$ cat src/common/imgproc_defs.svh
`ifndef IMGPROC_DEFS_SVH
`define IMGPROC_DEFS_SVH

// image geometry
`define IMG_DIM 8 // pixels per side, x and y
`define IMG_CHANNELS 32 // channels per pixel position

// data widths
`define PIXEL_W 8 // stored pixel
`define OUT_W 14 // output bus, pixel is zero-extended
`define OP_W 4 // opcode field

// index widths
`define COORD_W 3 // enough for 0..IMG_DIM-1
`define CHAN_W 5 // enough for 0..IMG_CHANNELS-1

// largest origin so a 2x2 window stays inside the image
`define ORIGIN_MAX 6

`endif

$ cat src/common/imgproc_pkg.sv
`include "imgproc_defs.svh"

package imgproc_pkg;

	typedef logic [`COORD_W-1:0] coord_t; // x or y position, 0-based
	typedef logic [`CHAN_W-1:0]  chan_t; // channel index
	typedef logic [`PIXEL_W-1:0] pixel_t; // one stored byte
	typedef logic [`OUT_W-1:0]   out_t; // output word

	// channel window depth
	typedef enum logic [1:0] {
		WIN_8  = 2'd0,
		WIN_16 = 2'd1,
		WIN_32 = 2'd2
	} window_e;

	// op codes, 8..15 are left undecoded
	typedef enum logic [`OP_W-1:0] {
		OP_LOAD       = 4'd0,
		OP_RIGHT      = 4'd1, // origin x + 1
		OP_LEFT       = 4'd2, // origin x - 1
		OP_UP         = 4'd3, // origin y - 1
		OP_DOWN       = 4'd4, // origin y + 1
		OP_SCALE_DOWN = 4'd5,
		OP_SCALE_UP   = 4'd6,
		OP_DISPLAY    = 4'd7
	} opcode_e;

	// sequencer FSM
	typedef enum logic [2:0] {
		S_READY   = 3'd0, // single-cycle op_ready pulse
		S_WAIT_OP = 3'd1,
		S_LOAD    = 3'd2,
		S_APPLY   = 3'd3, // shift or scale
		S_DISPLAY = 3'd4,
		S_FINISH  = 3'd5
	} seq_state_e;

endpackage

$ cat src/display/scan_addr_gen.sv
`include "imgproc_defs.svh"

module scan_addr_gen (
	input  logic                 i_clk,
	input  logic                 i_rst_n,
	input  logic                 i_start,
	input  imgproc_pkg::coord_t  i_origin_x,
	input  imgproc_pkg::coord_t  i_origin_y,
	input  imgproc_pkg::window_e i_window,
	output logic                 o_rd_en,
	output imgproc_pkg::coord_t  o_rd_x,
	output imgproc_pkg::coord_t  o_rd_y,
	output imgproc_pkg::chan_t   o_rd_ch,
	output logic                 o_done
);
	logic               busy; // walk in progress
	logic               dx, dy; // offset inside the 2x2 window
	imgproc_pkg::chan_t ch, ch_last;
	logic [`COORD_W:0]  rd_x_full, rd_y_full; // one extra bit to catch overflow
	logic               last;

	always_comb begin
		case (i_window)
			imgproc_pkg::WIN_8:  ch_last = imgproc_pkg::chan_t'(7);
			imgproc_pkg::WIN_16: ch_last = imgproc_pkg::chan_t'(15);
			default:             ch_last = imgproc_pkg::chan_t'(31);
		endcase
	end

	assign rd_x_full = {1'b0, i_origin_x} + {{`COORD_W{1'b0}}, dx};
	assign rd_y_full = {1'b0, i_origin_y} + {{`COORD_W{1'b0}}, dy};
	assign last      = busy && dx && dy && (ch == ch_last); // bottom-right of final channel

	always_ff @(posedge i_clk or negedge i_rst_n) begin
		if (!i_rst_n) begin
			busy <= 1'b0;
			dx   <= 1'b0;
			dy   <= 1'b0;
			ch   <= '0;
		end else if (i_start) begin
			busy <= 1'b1;
			dx   <= 1'b0;
			dy   <= 1'b0;
			ch   <= '0;
		end else if (busy) begin
			dx <= ~dx; // x fastest
			if (dx)
				dy <= ~dy;
			if (dx && dy)
				ch <= ch + 1'b1; // next channel after 4 reads
			if (last)
				busy <= 1'b0;
		end
	end

	assign o_rd_en = busy;
	assign o_rd_x  = rd_x_full[`COORD_W-1:0];
	assign o_rd_y  = rd_y_full[`COORD_W-1:0];
	assign o_rd_ch = ch;
	assign o_done  = last; // same cycle as the final read

	// origin saturation in the sequencer keeps the window inside the image
	a_rd_in_bounds: assert property (@(posedge i_clk) disable iff (!i_rst_n)
		o_rd_en |-> (rd_x_full <= (`IMG_DIM - 1)) && (rd_y_full <= (`IMG_DIM - 1)));

endmodule

$ cat config.mk
export PLATFORM = sky130hd
export DESIGN_NAME = scan_addr_gen
export DESIGN_NICKNAME = d
export VERILOG_FILES = /design/src/common/imgproc_pkg.sv /design/src/display/scan_addr_gen.sv
export VERILOG_INCLUDE_DIRS = /design/src /design/src/common
export SDC_FILE = /design/constraint.sdc
export NUM_CORES = 1
export LEC_CHECK = 0
export BUFFER_PORTS_ARGS = -buffer_cell sky130_fd_sc_hd__clkbuf_2
export CORE_AREA = 2 2 39 41
export CTS_CLUSTER_DIAMETER = 50
export CTS_CLUSTER_SIZE = 12
export DETAILED_ROUTE_END_ITERATION = 6
export DIE_AREA = 0 0 41 43
export PLACE_DENSITY = 0.65
export SYNTH_ARGS = -nofsm -noshare
export SYNTH_HDL_FRONTEND = slang
export SYNTH_SLANG_ARGS = --single-unit
$ cat constraint.sdc
create_clock -name i_clk -period 2.8 [get_ports i_clk]
set_clock_uncertainty 0.2 [all_clocks]
set_input_delay 0.56 -clock i_clk [delete_from_list [all_inputs] [get_ports i_clk]]
set_output_delay 0.56 -clock i_clk [all_outputs]
set_load 0.01 [all_outputs]
==> out/qor.csv <==
stage,metric,value,unit
status,status,finished clean,
pwr,Clk pwr share,0.336,
setup_path,r2r setup slk,1010,ps
logic_synthesis,post-synthesis area per instance,10.34,µm²
cts,CTS tree,done,
setup_path,slowest CP cell,or4_4,
timing,slew margin rel.,0.8305,
run,max cap viols,0,
die,I/O Pins,24,
cts,clock tree buffer depth,2,
timing,Final period util,0.8236,
global_route,first-pass GRT wire length,1455,µm
die,FP Rows,14,
detailed_routing,# DRC,0,
setup_path,CP Max Fanout,7,
timing,Tightest Pin Transition,254.2,ps
timing,Peak Freq,433.6,MHz
detailed_routing,DR vias/cell,4.977,
pwr,Comb power frac,0.180,
cts,CTS sink cnt,8,
timing,crit path time final,2306,ps
cts,H-tree levels,1,
setup_path,Critical Path Max Stage Delay,560,ps
setup_path,WP buf/inv,1,
detailed_routing,Total Routed Length,956,µm
global_route,largest net degree at the start of global routing,10,
setup_path,CP cell instances,"or4_4, a21oi_1, clkbuf_2",
logic_synthesis,syn_nets,62,
final_layout,antenna fix cells,0,
detailed_routing,post-DR wirelength/cell,10.99,µm
setup_path,Top delay family on crit path,simple AND/OR/NAND/NOR gates,
detailed_routing,DR vias,433,
die,Core ar.,0.001384,mm²
setup_path,WP data arrival,1550,ps
pwr,Net Switching,66.08,µW
die,die width,41,µm
timing,unrepaired setup endpoints after global routing,false,
setup_path,Startpoint Class,register,
timing,setup TNS,0,ps
logic_synthesis,Seq cells post-synth,8,
logic_synthesis,synth warn,0,
final_layout,fin nets,89,
global_route,grt total ovfl,0,
setup_path,worst r2r src,o_rd_ch[3],
die,full die area,0.001763,mm²
global_route,GRT Total Usage,0.1298,
place,GPL Wtd Cong,0.6964,
global_route,initial antenna violation count,0,
cts,"Clk pin slew, worst setup/hold paths",50,ps
setup_path,kind of critical path,reg2out,
logic_synthesis,Cells after Synth,46,
final_layout,layout cells sized above 1,0.3803,
pwr,Peak VDD IR,364.9,µV
timing,worst hold slack,390.1,ps
setup_path,Worst setup EP type,output pin,
final_layout,"commonest non-fill, non-tap cells in the layout","clkbuf_2 (23), dfrtp_1 (8), nor2_1 (6)",
detailed_routing,First-pass DRT Iterations,2,
pwr,PD cells,404.8,mW/mm²
die,initial core utilization,0.3436,
logic_synthesis,"Seq/Total Area, Yosys",0.4211,
die,die height,43,µm
cts,Clock Latency Late Sink,250,ps
global_route,vias in the first global route,357,
pwr,Pleak,0.0003322,µW
pwr,sequential power share,0.484,
setup_path,CP Launch Point,o_rd_ch[3],
setup_path,WP data required,2040,ps
pwr,switch share,0.2568,
logic_synthesis,"Cell Area, Synth",475.5,µm²
place,dpl hpwl,763.2,µm
place,PortBufs,23,
timing,Final setup viols,0,
timing,Final Hold Fails,0,
timing,"Slew Viols, Final",0,
cts,clock root buffer,clkbuf_4,
logic_synthesis,Yosys cell types,21,
final_layout,"most common cell after layout, fill and taps aside",clkbuf_2,
cts,CTS buffer count,3,
final_layout,Layout area overhead,33.68,%
detailed_routing,initial DRC count,3,
worst_hold_path,worst min-delay path class,reg2reg,
detailed_routing,DRT antenna net count,0,
pwr,Pint,191.2,µW
worst_hold_path,hold_sp,o_rd_ch[1],
routing by layer:
layer / up-vias / GRT usage / part of all wire
met5: - / 0 / 0
met4: 0 / 0.06000 / 0.017
met3: 5 / 0.09424 / 0.073
met2: 13 / 0.1781 / 0.49
met1: 200 / 0.1462 / 0.42
li1: 215 / - / -
through the flow:
stage / total power [µW] / instance area (µm²) / worst slack, ps / util / instances
floorplan: 152.0 / 475.5 / 739.7 / - / 46
global placement: 171.4 / 603.1 / 596.4 / 0.4358 / 83
detailed placement: 172.7 / 603.1 / 568.8 / 0.4358 / 83
CTS: 264.4 / 635.6 / 483.5 / 0.4593 / 87
global route: 277.4 / 635.6 / 404.9 / 0.4593 / 87
finish: 257.3 / 635.6 / 493.8 / 0.4593 / 87
final timing paths:
check / to / depth (start not counted)
max: o_done / 3
min: o_rd_ch[1] / 2
max reg2reg: o_rd_en / 3
min reg2reg: o_rd_ch[1] / 2
max in group asynchronous: o_rd_ch[1] / 2
min in group asynchronous: o_rd_ch[2] / 2
cell type report:
cell class / instances / area [µm²]
Clock buffer: 3 / 22.52
Fill cell: 148 / 748.2
Tap cell: 16 / 20.02
Sequential cell: 8 / 200.2
Timing Repair Buffer: 24 / 125.1
Multi-Input combinational cell: 36 / 267.8
state kept, by name (all words and copies together) (netlist names):
register  count
o_rd_en       1
dx            1
o_rd_ch       5
dy            1
cell families (layout without fill, tap and decap cells):
kind of cell / Yosys count / count (layout) / share of synthesized area
AND/OR/NAND/NOR: 18 / 18 / 0.2106
AO/OA/AOI/OAI: 5 / 5 / 0.06579
XOR/XNOR: 6 / 6 / 0.1105
multiplexers: 2 / 2 / 0.04474
buffers and inverters: 2 / 27 / 0.01580
adder cells (fa/ha/maj): 5 / 5 / 0.1316
flip-flops: 8 / 8 / 0.4210
synth_stat cells:
master    number  area share
nand3_1        1       0.011
mux2i_1        1       0.021
nand2_1        2       0.016
nor4bb_1       1       0.021
a21oi_1        2       0.021
ha_1           5        0.13
clkbuf_1       2       0.016
dfrtp_1        8        0.42
and2_0         1       0.013
mux2_1         1       0.024
a221o_1        1       0.021
nor2_1         6       0.047
a31oi_1        1       0.013
or3_1          1       0.013
xor2_1         4       0.074
nor2b_1        1       0.013
nand4_1        3       0.039
xnor2_1        2       0.037
and3_1         1       0.013
or4_4          1       0.024
o21ai_0        1       0.011
timing repair:
item / CTS / global route
hold endpoints to repair: 8 / 0
setup buffers: 0 / 0
hold buffers: 1 / 0
resized for setup: 0 / 0
power groups by stage:
stage | Combinational, µW | Sequential (µW) | Clock [µW]
4_1_cts | 47.6 | 124 | 92.3
5_1_grt | 51.5 | 125 | 101
3_5_place_dp | 46.2 | 126 | 0
2_1_floorplan | 25.9 | 126 | 0
6_report | 46.4 | 125 | 86.3
3_3_place_gp | 45.0 | 126 | 0
worst register-to-register path, delay by kind of cell, from the launching register on:
kind             cells  cell delay [ps]
AO/OA/AOI/OAI        1              310
flip-flops           1              430
AND/OR/NAND/NOR      2              730
Power figures use the tool's default switching activity.
