$ cat src/common/imgproc_defs.svh
`ifndef IMGPROC_DEFS_SVH
`define IMGPROC_DEFS_SVH

// image geometry
`define IMG_DIM 8 // pixels per side, x and y
`define IMG_CHANNELS 32 // channels per pixel position

// data widths
`define PIXEL_W 8 // stored pixel
`define OUT_W 14 // output bus, pixel is zero-extended
`define OP_W 4 // opcode field

// index widths
`define COORD_W 3 // enough for 0..IMG_DIM-1
`define CHAN_W 5 // enough for 0..IMG_CHANNELS-1

// largest origin so a 2x2 window stays inside the image
`define ORIGIN_MAX 6

`endif

$ cat src/common/imgproc_pkg.sv
`include "imgproc_defs.svh"

package imgproc_pkg;

	typedef logic [`COORD_W-1:0] coord_t; // x or y position, 0-based
	typedef logic [`CHAN_W-1:0]  chan_t; // channel index
	typedef logic [`PIXEL_W-1:0] pixel_t; // one stored byte
	typedef logic [`OUT_W-1:0]   out_t; // output word

	// channel window depth
	typedef enum logic [1:0] {
		WIN_8  = 2'd0,
		WIN_16 = 2'd1,
		WIN_32 = 2'd2
	} window_e;

	// op codes, 8..15 are left undecoded
	typedef enum logic [`OP_W-1:0] {
		OP_LOAD       = 4'd0,
		OP_RIGHT      = 4'd1, // origin x + 1
		OP_LEFT       = 4'd2, // origin x - 1
		OP_UP         = 4'd3, // origin y - 1
		OP_DOWN       = 4'd4, // origin y + 1
		OP_SCALE_DOWN = 4'd5,
		OP_SCALE_UP   = 4'd6,
		OP_DISPLAY    = 4'd7
	} opcode_e;

	// sequencer FSM
	typedef enum logic [2:0] {
		S_READY   = 3'd0, // single-cycle op_ready pulse
		S_WAIT_OP = 3'd1,
		S_LOAD    = 3'd2,
		S_APPLY   = 3'd3, // shift or scale
		S_DISPLAY = 3'd4,
		S_FINISH  = 3'd5
	} seq_state_e;

endpackage

$ cat src/logic/op_sequencer.sv
`include "imgproc_defs.svh"

module op_sequencer (
	input  logic                 i_clk,
	input  logic                 i_rst_n,
	input  logic                 i_op_valid,
	input  imgproc_pkg::opcode_e i_op_mode,
	input  logic                 i_in_valid,
	input  imgproc_pkg::pixel_t  i_in_data,
	input  logic                 i_scan_done,
	output logic                 o_op_ready,
	output logic                 o_in_ready,
	output logic                 o_wr_en,
	output imgproc_pkg::coord_t  o_wr_x,
	output imgproc_pkg::coord_t  o_wr_y,
	output imgproc_pkg::chan_t   o_wr_ch,
	output imgproc_pkg::pixel_t  o_wr_data,
	output logic                 o_scan_start,
	output imgproc_pkg::coord_t  o_origin_x,
	output imgproc_pkg::coord_t  o_origin_y,
	output imgproc_pkg::window_e o_window
);
	imgproc_pkg::seq_state_e state, state_nxt;
	logic                    op_valid_q; // input stage, one cycle late
	imgproc_pkg::opcode_e    op_mode_q;
	logic                    in_valid_q;
	imgproc_pkg::pixel_t     in_data_q;
	imgproc_pkg::opcode_e    op_q; // op kept for S_APPLY
	imgproc_pkg::coord_t     ld_x, ld_y; // load position, x fastest
	imgproc_pkg::chan_t      ld_ch;
	imgproc_pkg::coord_t     origin_x, origin_y;
	imgproc_pkg::window_e    window_q;
	logic                    op_accept, px_accept, ld_x_end, ld_y_end, ld_last;

	assign op_accept = (state == imgproc_pkg::S_WAIT_OP) && op_valid_q;
	assign px_accept = (state == imgproc_pkg::S_LOAD) && in_valid_q;
	assign ld_x_end  = ld_x == imgproc_pkg::coord_t'(`IMG_DIM - 1);
	assign ld_y_end  = ld_y == imgproc_pkg::coord_t'(`IMG_DIM - 1);
	assign ld_last   = ld_x_end && ld_y_end && (ld_ch == imgproc_pkg::chan_t'(`IMG_CHANNELS - 1));

	always_ff @(posedge i_clk or negedge i_rst_n) begin
		if (!i_rst_n) begin
			op_valid_q <= 1'b0;
			in_valid_q <= 1'b0;
		end else begin
			op_valid_q <= i_op_valid; // strobes outside S_WAIT_OP/S_LOAD fall through
			in_valid_q <= i_in_valid;
		end
	end

	always_ff @(posedge i_clk) begin
		op_mode_q <= i_op_mode;
		in_data_q <= i_in_data;
		if (op_accept)
			op_q <= op_mode_q; // i_op_mode may change after the strobe
	end

	always_comb begin
		state_nxt = state;
		case (state)
			imgproc_pkg::S_READY:   state_nxt = imgproc_pkg::S_WAIT_OP;
			imgproc_pkg::S_WAIT_OP: begin
				if (op_valid_q) begin
					case (op_mode_q)
						imgproc_pkg::OP_LOAD:    state_nxt = imgproc_pkg::S_LOAD;
						imgproc_pkg::OP_DISPLAY: state_nxt = imgproc_pkg::S_DISPLAY;
						imgproc_pkg::OP_RIGHT,
						imgproc_pkg::OP_LEFT,
						imgproc_pkg::OP_UP,
						imgproc_pkg::OP_DOWN,
						imgproc_pkg::OP_SCALE_DOWN,
						imgproc_pkg::OP_SCALE_UP: state_nxt = imgproc_pkg::S_APPLY;
						default:                  state_nxt = imgproc_pkg::S_READY; // 8..15 ignored
					endcase
				end
			end
			imgproc_pkg::S_LOAD: begin
				if (px_accept && ld_last)
					state_nxt = imgproc_pkg::S_FINISH; // 2048th pixel written
			end
			imgproc_pkg::S_APPLY:   state_nxt = imgproc_pkg::S_FINISH;
			imgproc_pkg::S_DISPLAY: begin
				if (i_scan_done)
					state_nxt = imgproc_pkg::S_FINISH; // last read out, data lands next cycle
			end
			default:                state_nxt = imgproc_pkg::S_READY;
		endcase
	end

	always_ff @(posedge i_clk or negedge i_rst_n) begin
		if (!i_rst_n) begin
			state    <= imgproc_pkg::S_FINISH; // first ready pulse one cycle after reset
			ld_x     <= '0;
			ld_y     <= '0;
			ld_ch    <= '0;
			origin_x <= '0;
			origin_y <= '0;
			window_q <= imgproc_pkg::WIN_32;
		end else begin
			state <= state_nxt;
			if (op_accept && (op_mode_q == imgproc_pkg::OP_LOAD)) begin
				ld_x  <= '0;
				ld_y  <= '0;
				ld_ch <= '0;
			end else if (px_accept) begin
				ld_x <= ld_x + 1'b1; // wraps back to 0 at the row end
				if (ld_x_end)
					ld_y <= ld_y + 1'b1;
				if (ld_x_end && ld_y_end)
					ld_ch <= ld_ch + 1'b1;
			end
			if (state == imgproc_pkg::S_APPLY) begin
				case (op_q)
					imgproc_pkg::OP_RIGHT: begin
						if (origin_x != imgproc_pkg::coord_t'(`ORIGIN_MAX))
							origin_x <= origin_x + 1'b1;
					end
					imgproc_pkg::OP_LEFT: begin
						if (origin_x != '0)
							origin_x <= origin_x - 1'b1;
					end
					imgproc_pkg::OP_UP: begin
						if (origin_y != '0)
							origin_y <= origin_y - 1'b1; // up is toward row 0
					end
					imgproc_pkg::OP_DOWN: begin
						if (origin_y != imgproc_pkg::coord_t'(`ORIGIN_MAX))
							origin_y <= origin_y + 1'b1;
					end
					imgproc_pkg::OP_SCALE_DOWN: window_q <= (window_q == imgproc_pkg::WIN_32) ?
						imgproc_pkg::WIN_16 : imgproc_pkg::WIN_8; // floor at 8
					imgproc_pkg::OP_SCALE_UP: window_q <= (window_q == imgproc_pkg::WIN_8) ?
						imgproc_pkg::WIN_16 : imgproc_pkg::WIN_32; // ceiling at 32
					default: ;
				endcase
			end
		end
	end

	assign o_op_ready   = state == imgproc_pkg::S_READY;
	assign o_in_ready   = state == imgproc_pkg::S_LOAD;
	assign o_wr_en      = px_accept;
	assign o_wr_x       = ld_x;
	assign o_wr_y       = ld_y;
	assign o_wr_ch      = ld_ch;
	assign o_wr_data    = in_data_q;
	assign o_scan_start = op_accept && (op_mode_q == imgproc_pkg::OP_DISPLAY);
	assign o_origin_x   = origin_x;
	assign o_origin_y   = origin_y;
	assign o_window     = window_q;

	// state register never leaves the legal encodings
	a_state_legal: assert property (@(posedge i_clk) disable iff (!i_rst_n)
		state inside {imgproc_pkg::S_READY, imgproc_pkg::S_WAIT_OP, imgproc_pkg::S_LOAD,
			imgproc_pkg::S_APPLY, imgproc_pkg::S_DISPLAY, imgproc_pkg::S_FINISH});

	// load handshake closes only right after the write of the last pixel
	a_load_ends_on_last: assert property (@(posedge i_clk) disable iff (!i_rst_n)
		$fell(o_in_ready) |-> $past(o_wr_en && ld_last));

endmodule

$ cat config.mk
export PLATFORM = sky130hd
export DESIGN_NAME = op_sequencer
export DESIGN_NICKNAME = d
export VERILOG_FILES = /design/src/common/imgproc_pkg.sv /design/src/logic/op_sequencer.sv
export VERILOG_INCLUDE_DIRS = /design/src /design/src/common
export SDC_FILE = /design/constraint.sdc
export NUM_CORES = 1
export LEC_CHECK = 0
export BUFFER_PORTS_ARGS = -buffer_cell sky130_fd_sc_hd__clkbuf_2
export CAP_MARGIN = 10
export CORE_MARGIN = 10
export CORE_UTILIZATION = 35
export CTS_CLUSTER_SIZE = 12
export DETAILED_ROUTE_END_ITERATION = 8
export GPL_TIMING_DRIVEN = 0
export HOLD_SLACK_MARGIN = 0.03
export SLEW_MARGIN = 25
export SYNTH_ARGS = -nofsm -noshare
export SYNTH_HDL_FRONTEND = slang
export SYNTH_SLANG_ARGS = --single-unit
$ cat constraint.sdc
create_clock -name i_clk -period 6.3 [get_ports i_clk]
set_input_delay 0 -clock i_clk [delete_from_list [all_inputs] [get_ports i_clk]]
set_output_delay 0 -clock i_clk [all_outputs]
set_load 0.02 [all_outputs]
==> run summary, run 1 <==
Critical Path Source Type - flop
Vias - 1,530
CTS resizes - 0
Worst-path clk slew - 0.08 ns
Clock Sinks - 43
Initial antenna violation count - 0
Most area-hungry cell type in the Yosys netlist - dfrtp_1
Fraction of layout cells with a size suffix above 1 - 26.7%
Rows - 27
Worst slew margin - 59.3%
Ys flop type - dfrtp_1
Setup TNS - 0 ns
EDFF count, synth - 4
Status - finished clean
Diodes inserted - 0
Max Clk Rate - 424 MHz
Routed Antenna Nets - 0
Total GRT Usage - 9.34%
Inserted Clock Buffers - 5
Gpl congestion - 0.780
Fin cells - 323
Req. time, crit path - 6.51 ns
Worst path depth - 6
DIE AREA - 8950 µm²
GR Overflow Total - 0
Setup Fix Bufs, Post-CTS - 0
Clk buf depth - 2
Max H-tree Level - 2
Routed WL per cell - 12.5 µm
Synth warn - 0
Tcrit/Tclk final - 37.4%
DR iter-0 viols - 116
Setup Crit Path Kind - reg2reg
Commonest non-fill, non-tap cell in the layout - clkbuf_2
Post-detail-place hpwl - 2880 µm
Slowest stage delay, CP - 0.52 ns
Synth Area per Inst - 10.8 µm²
Final nets - 275
Top-area cell type share of the netlist area - 27.0%
P_leak - 1.15 nW
Vias in the first global route - 1,478
Post-synthesis sequential area ratio - 52.6%
Slowest CP cell - edfxtp_1
Clock Latency Late Sink - 0.30 ns
Vias per cell - 4.74
DRC viols - 0
Filler cell count - 507
CP bufs+invs - 1
Width of the die - 94.6 µm
Worst Tran Pin Value - 0.611 ns
Synth async-reset ratio - 55.8%
I/O pins - 48
Die H - 94.6 µm
Initial Util - 35.8%
HP Class - in2reg
Critical Path Fanout Max - 8
Final Slew Violations - 0
Area grow syn2layout - 28.7%
RSZ-0062 raised after global routing - no
Max-cap viol count - 0
Maximum VDD drop - 0.156 mV
Global-route wire length before repair - 6850 µm
Ranking of synthesized cells by area - dfrtp_1 27%, dfxtp_1 15%, edfxtp_1 6.2%, dfstp_2 4.0%, ha_1 3.9%
CTS Root Cell - clkbuf_8
Post-Route WL - 4030 µm
Crit-path cells - nor4b_4 -> inv_1 -> fa_1 -> xnor2_1 -> or3_1 -> a32oi_1
Seq cells post-synth - 43
Hold depth - 4
Yosys cell types - 55
Area of the core - 5440 µm²
Post-layout min period - 2.36 ns
Setup Skew - 0.0136 ns
Fin. Hold Viols - 0
DP Cell Count - 300
Final setup viols - 0
Post-Syn Nets - 206
PortBufs - 47
Post-synth design cell area - 1950 µm²
DR pass1 iterations - 4
CTS tree - built
Worst Reg-to-Reg Cells - 6
Top delay family on crit path - simple AND/OR/NAND/NOR gates
Most frequent cells in the layout - 47 x clkbuf_2, 21 x dfrtp_1, 15 x dfxtp_1, 15 x dlygate4sd3_1, 13 x nand2_1
Largest net degree at the start of global routing - 25
Mapped Cells - 181
Post-CTS Hold Fix Bufs - 15
P per Cell Area - 311 nW/µm²
Critical Path Sink Type - flop
Arrival time worst endpoint - 2.57 ns
==> report_power, final <==
part / total (W) / internal (W) / switching [W]
registers: 0.000360 / 0.000323 / 0.0000370
logic: 0.000248 / 0.000104 / 0.000144
clock network: 0.000171 / 0.0000778 / 0.0000935
==> logic make-up after synthesis <==
group | count (synthesis) | synth area share (%)
AOI/OAI and AO/OA | 39 | 14.5
xor gates and xnor gates | 5 | 2.25
adders and majority gates | 8 | 5.91
DFF | 43 | 52.6
muxes | 2 | 1.03
and+or+nand+nor | 63 | 18.9
buffers and inverters | 21 | 4.82
==> flip-flops by register name (all words and copies together) (netlist names), 2 cells and up, named ones only <==
signal and cells:
o_window 2, o_wr_y 3, o_origin_y 3, o_wr_x 3, state 3, op_q 4
o_wr_ch 5, o_origin_x 3, o_wr_data 8, op_mode_q 4
==> metrics by stage <==
stage	utilization [%]	total power (W)	worst slack, ns	area [µm²]	hold slack, ns
2_1_floorplan	-	0.000542	4.14	1950	-0.296
4_1_cts	46.1	0.000792	3.94	2510	0.0918
5_1_grt	46.1	0.000833	3.77	2510	0.127
3_3_place_gp	41.8	0.000607	3.97	2270	0.0501
3_5_place_dp	41.8	0.000610	3.96	2270	0.0461
6_report	46.1	0.000779	3.94	2510	0.102
==> worst reg2reg max path, stage by stage, from the launching register on <==
cell      delay (ns)
edfxtp_1        0.52
nor4b_4         0.46
inv_1           0.17
fa_1            0.48
xnor2_1         0.16
or3_1           0.30
a32oi_1         0.19
==> layout make-up <==
cell class	count	area, µm²	area share (%)
plain buffers	10	52.6	2.10
clock buffers	6	72.6	2.90
clock inverters	2	11.3	0.449
inverters	11	41.3	1.65
multi-input cells	117	828	33.1
flip-flops and latches	43	1020	40.9
well taps	72	90.1	3.59
repair buffers	62	385	15.4
==> metal layers <==
metal / track usage, % / vias up / part of all wire, %
li1: - / 785 / -
met1: 11.7 / 700 / 46
met2: 14.1 / 40 / 46
met3: 3.89 / 5 / 6.7
met4: 3.37 / 0 / 1.4
met5: 0 / - / 0
==> final timing paths <==
kind	slack (ns)	from	endpoint
worst min-delay path	0.10	i_scan_done	state[0]$_DFFE_PN1P_
max in group asynchronous	5.64	i_rst_n	o_window[0]$_DFFE_PN0P_
worst max-delay path	3.94	op_q[1]$_DFFE_PP_	o_origin_y[2]$_DFFE_PN0P_
worst min register to register	0.45	op_mode_q[1]$_DFF_P_	op_q[1]$_DFFE_PP_
worst max register to register	3.94	op_q[1]$_DFFE_PP_	o_origin_y[2]$_DFFE_PN0P_
min in group asynchronous	0.24	i_rst_n	o_wr_x[0]$_DFFE_PN0P_
==> Yosys cell counts (3+ instances only) <==
master	number
dfrtp_1	21
dfxtp_1	15
nand2_1	13
inv_1	11
nand3_1	11
nor2_1	11
o21ai_0	8
ha_1	6
nand3b_1	5
nor3_1	5
a21oi_1	4
clkbuf_1	4
edfxtp_1	4
buf_2	3
dfstp_2	3
o211ai_1	3
o22ai_1	3
or3_1	3
xnor2_1	3
(Power assumes the default switching activity.)
==> run 2: changes to the inputs <==
clock period = 2 ns   (was 6.3 ns; I/O delays follow)
==> run 2 against run 1 <==
Net effect:
- total power grew to 3.2 times the previous value
- final cell count grew 2.5%
- non-clock buffer count grew 8
- maximum frequency grew 20%
- hold slack gained 0.0030 ns
- register-to-register slack lost 3.9 ns
- critical endpoint unchanged
==> run summary, run 2 (synthesis results as in run 1) <==
Status - finished clean
Post-Route WL - 4120 µm
Width of the die - 94.6 µm
Initial antenna violation count - 0
Max reg flops - 8
Inserted Clock Buffers - 5
PortBufs - 47
Initial Util - 35.8%
Gpl congestion - 0.837
DRC viols - 0
Max H-tree Level - 2
I/O pins - 48
Vias per cell - 4.78
Worst Reg-to-Reg Cells - 6
Clk buf depth - 2
Largest net degree at the start of global routing - 25
Clock Sinks - 43
Post-layout min period - 1.96 ns
Tcrit/Tclk final - 98.1%
Clock Latency Late Sink - 0.29 ns
Fraction of layout cells with a size suffix above 1 - 31.7%
Req. time, crit path - 2.22 ns
Final setup viols - 0
CTS tree - built
Setup Skew - 0.00861 ns
Routed WL per cell - 12.4 µm
Rows - 27
Vias - 1,583
HP Class - in2reg
Final Slew Violations - 0
Reg-to-reg slack, setup - 0.04 ns
Reg-to-Reg Start - op_q[1]$_DFFE_PP_
Arrival time worst endpoint - 2.18 ns
Fin util - 47.6%
Worst Tran Pin Value - 0.634 ns
Die H - 94.6 µm
Maximum VDD drop - 0.475 mV
Register area - 1020 µm²
Vias in the first global route - 1,581
CTS Root Cell - clkbuf_8
DIE AREA - 8950 µm²
Footprint of the multi-input gates - 848 µm²
Critical Path Start - op_q[1]$_DFFE_PP_
Setup Crit Path Kind - reg2reg
P per Cell Area - 975 nW/µm²
DR iter-0 viols - 49
Post-detail-place hpwl - 2980 µm
Critical R2R Capture - o_origin_y[2]$_DFFE_PN0P_
Max-cap viol count - 0
Most frequent cells in the layout - 48 x clkbuf_2, 21 x dfrtp_1, 15 x dfxtp_1, 15 x dlygate4sd3_1, 13 x nand2_1
Routed Antenna Nets - 0
Worst-path clk slew - 0.08 ns
Critical Path Fanout Max - 3
Max Clk Rate - 510 MHz
Diodes inserted - 0
Final nets - 283
Area of the core - 5440 µm²
Total GRT Usage - 9.89%
Worst setup path end - o_origin_y[2]$_DFFE_PN0P_
P_leak - 1.20 nW
RSZ-0062 raised after global routing - yes
Commonest non-fill, non-tap cell in the layout - clkbuf_2
Critical Path Source Type - flop
Filler cell count - 510
GR Overflow Total - 0
Critical Path Sink Type - flop
Setup TNS - 0 ns
Fin. Hold Viols - 0
Global-route wire length before repair - 7220 µm
DR pass1 iterations - 4
Area grow syn2layout - 33.0%
Worst slew margin - 57.7%
==> run 2: cell types whose count changed in the layout (fill, tap and decap cells not counted), sizes merged <==
cell | previous run | this run
buf | 6 | 14
==> run 2: cell type report <==
type                            count  area share [%]
Tap cell                           72            3.48
Sequential cell                    43            39.6
Inverter                           11            1.59
Buffer                              9            1.88
Clock inverter                      2           0.435
Clock buffer                        6            2.80
Timing Repair Buffer               71            17.5
Multi-Input combinational cell    117            32.8
==> run 2: power by group <==
group	total, W	internal, W	switching, W
clock	0.000534	0.000245	0.000289
combinational	0.000860	0.000376	0.000484
sequential	0.00113	0.00102	0.000114
total	0.00253	0.00164	0.000886
==> run 2: routing by layer <==
| layer | GRT usage [%] | vias up | share of wire (%) |
|---|---|---|---|
| met2 | 16.1 | 41 | 47 |
| met4 | 4.11 | 0 | 1.7 |
| met5 | 0 | - | 0 |
| met3 | 4.04 | 7 | 7.0 |
| met1 | 11.3 | 729 | 44 |
| li1 | - | 806 | - |
==> run 2: what timing repair did <==
| item | CTS | global route |
|---|---|---|
| endpoints found under the hold margin | 38 | 0 |
| buffers inserted | 8 | 1 |
| resized for setup | 2 | 3 |
| pin swaps | 5 | 6 |
| hold buffers | 15 | 0 |
| setup endpoints to repair | 4 | 6 |
==> run 2: how the worst min path moves through the flow <==
stage	start	endpoint	slack, ns	cells past startpoint
6_report	i_scan_done	state[0]$_DFFE_PN1P_	0.11	4
5_1_grt	i_scan_done	state[0]$_DFFE_PN1P_	0.14	4
4_1_cts	i_scan_done	state[0]$_DFFE_PN1P_	0.09	4
3_5_place_dp	i_rst_n	o_wr_x[1]$_DFFE_PN0P_	0.06	1
3_3_place_gp	i_rst_n	o_wr_x[1]$_DFFE_PN0P_	0.06	1
2_1_floorplan	i_rst_n	in_valid_q$_DFF_PN0_	-0.30	0
==> run 2: per-stage QoR <==
step                      std cells  setup slack (ns)  power (W)  hold WS, ns  instance area (µm²)
final                           331            0.0383    0.00253        0.105                 2590
after global routing            331           -0.0479    0.00271        0.137                 2590
after CTS                       331           -0.0549    0.00257       0.0902                 2580
after detailed placement        300            -0.218    0.00194       0.0550                 2280
after global placement          300            -0.197    0.00192       0.0606                 2280
after floorplan                 181           -0.0448    0.00171       -0.296                 1960
==> run 2: critical path: stages, from the launching register on <==
cell      delay [ns]
edfxtp_1        0.46
nor4b_4         0.36
inv_2           0.09
fa_2            0.36
xnor2_1         0.12
or3_1           0.30
a32oi_1         0.18
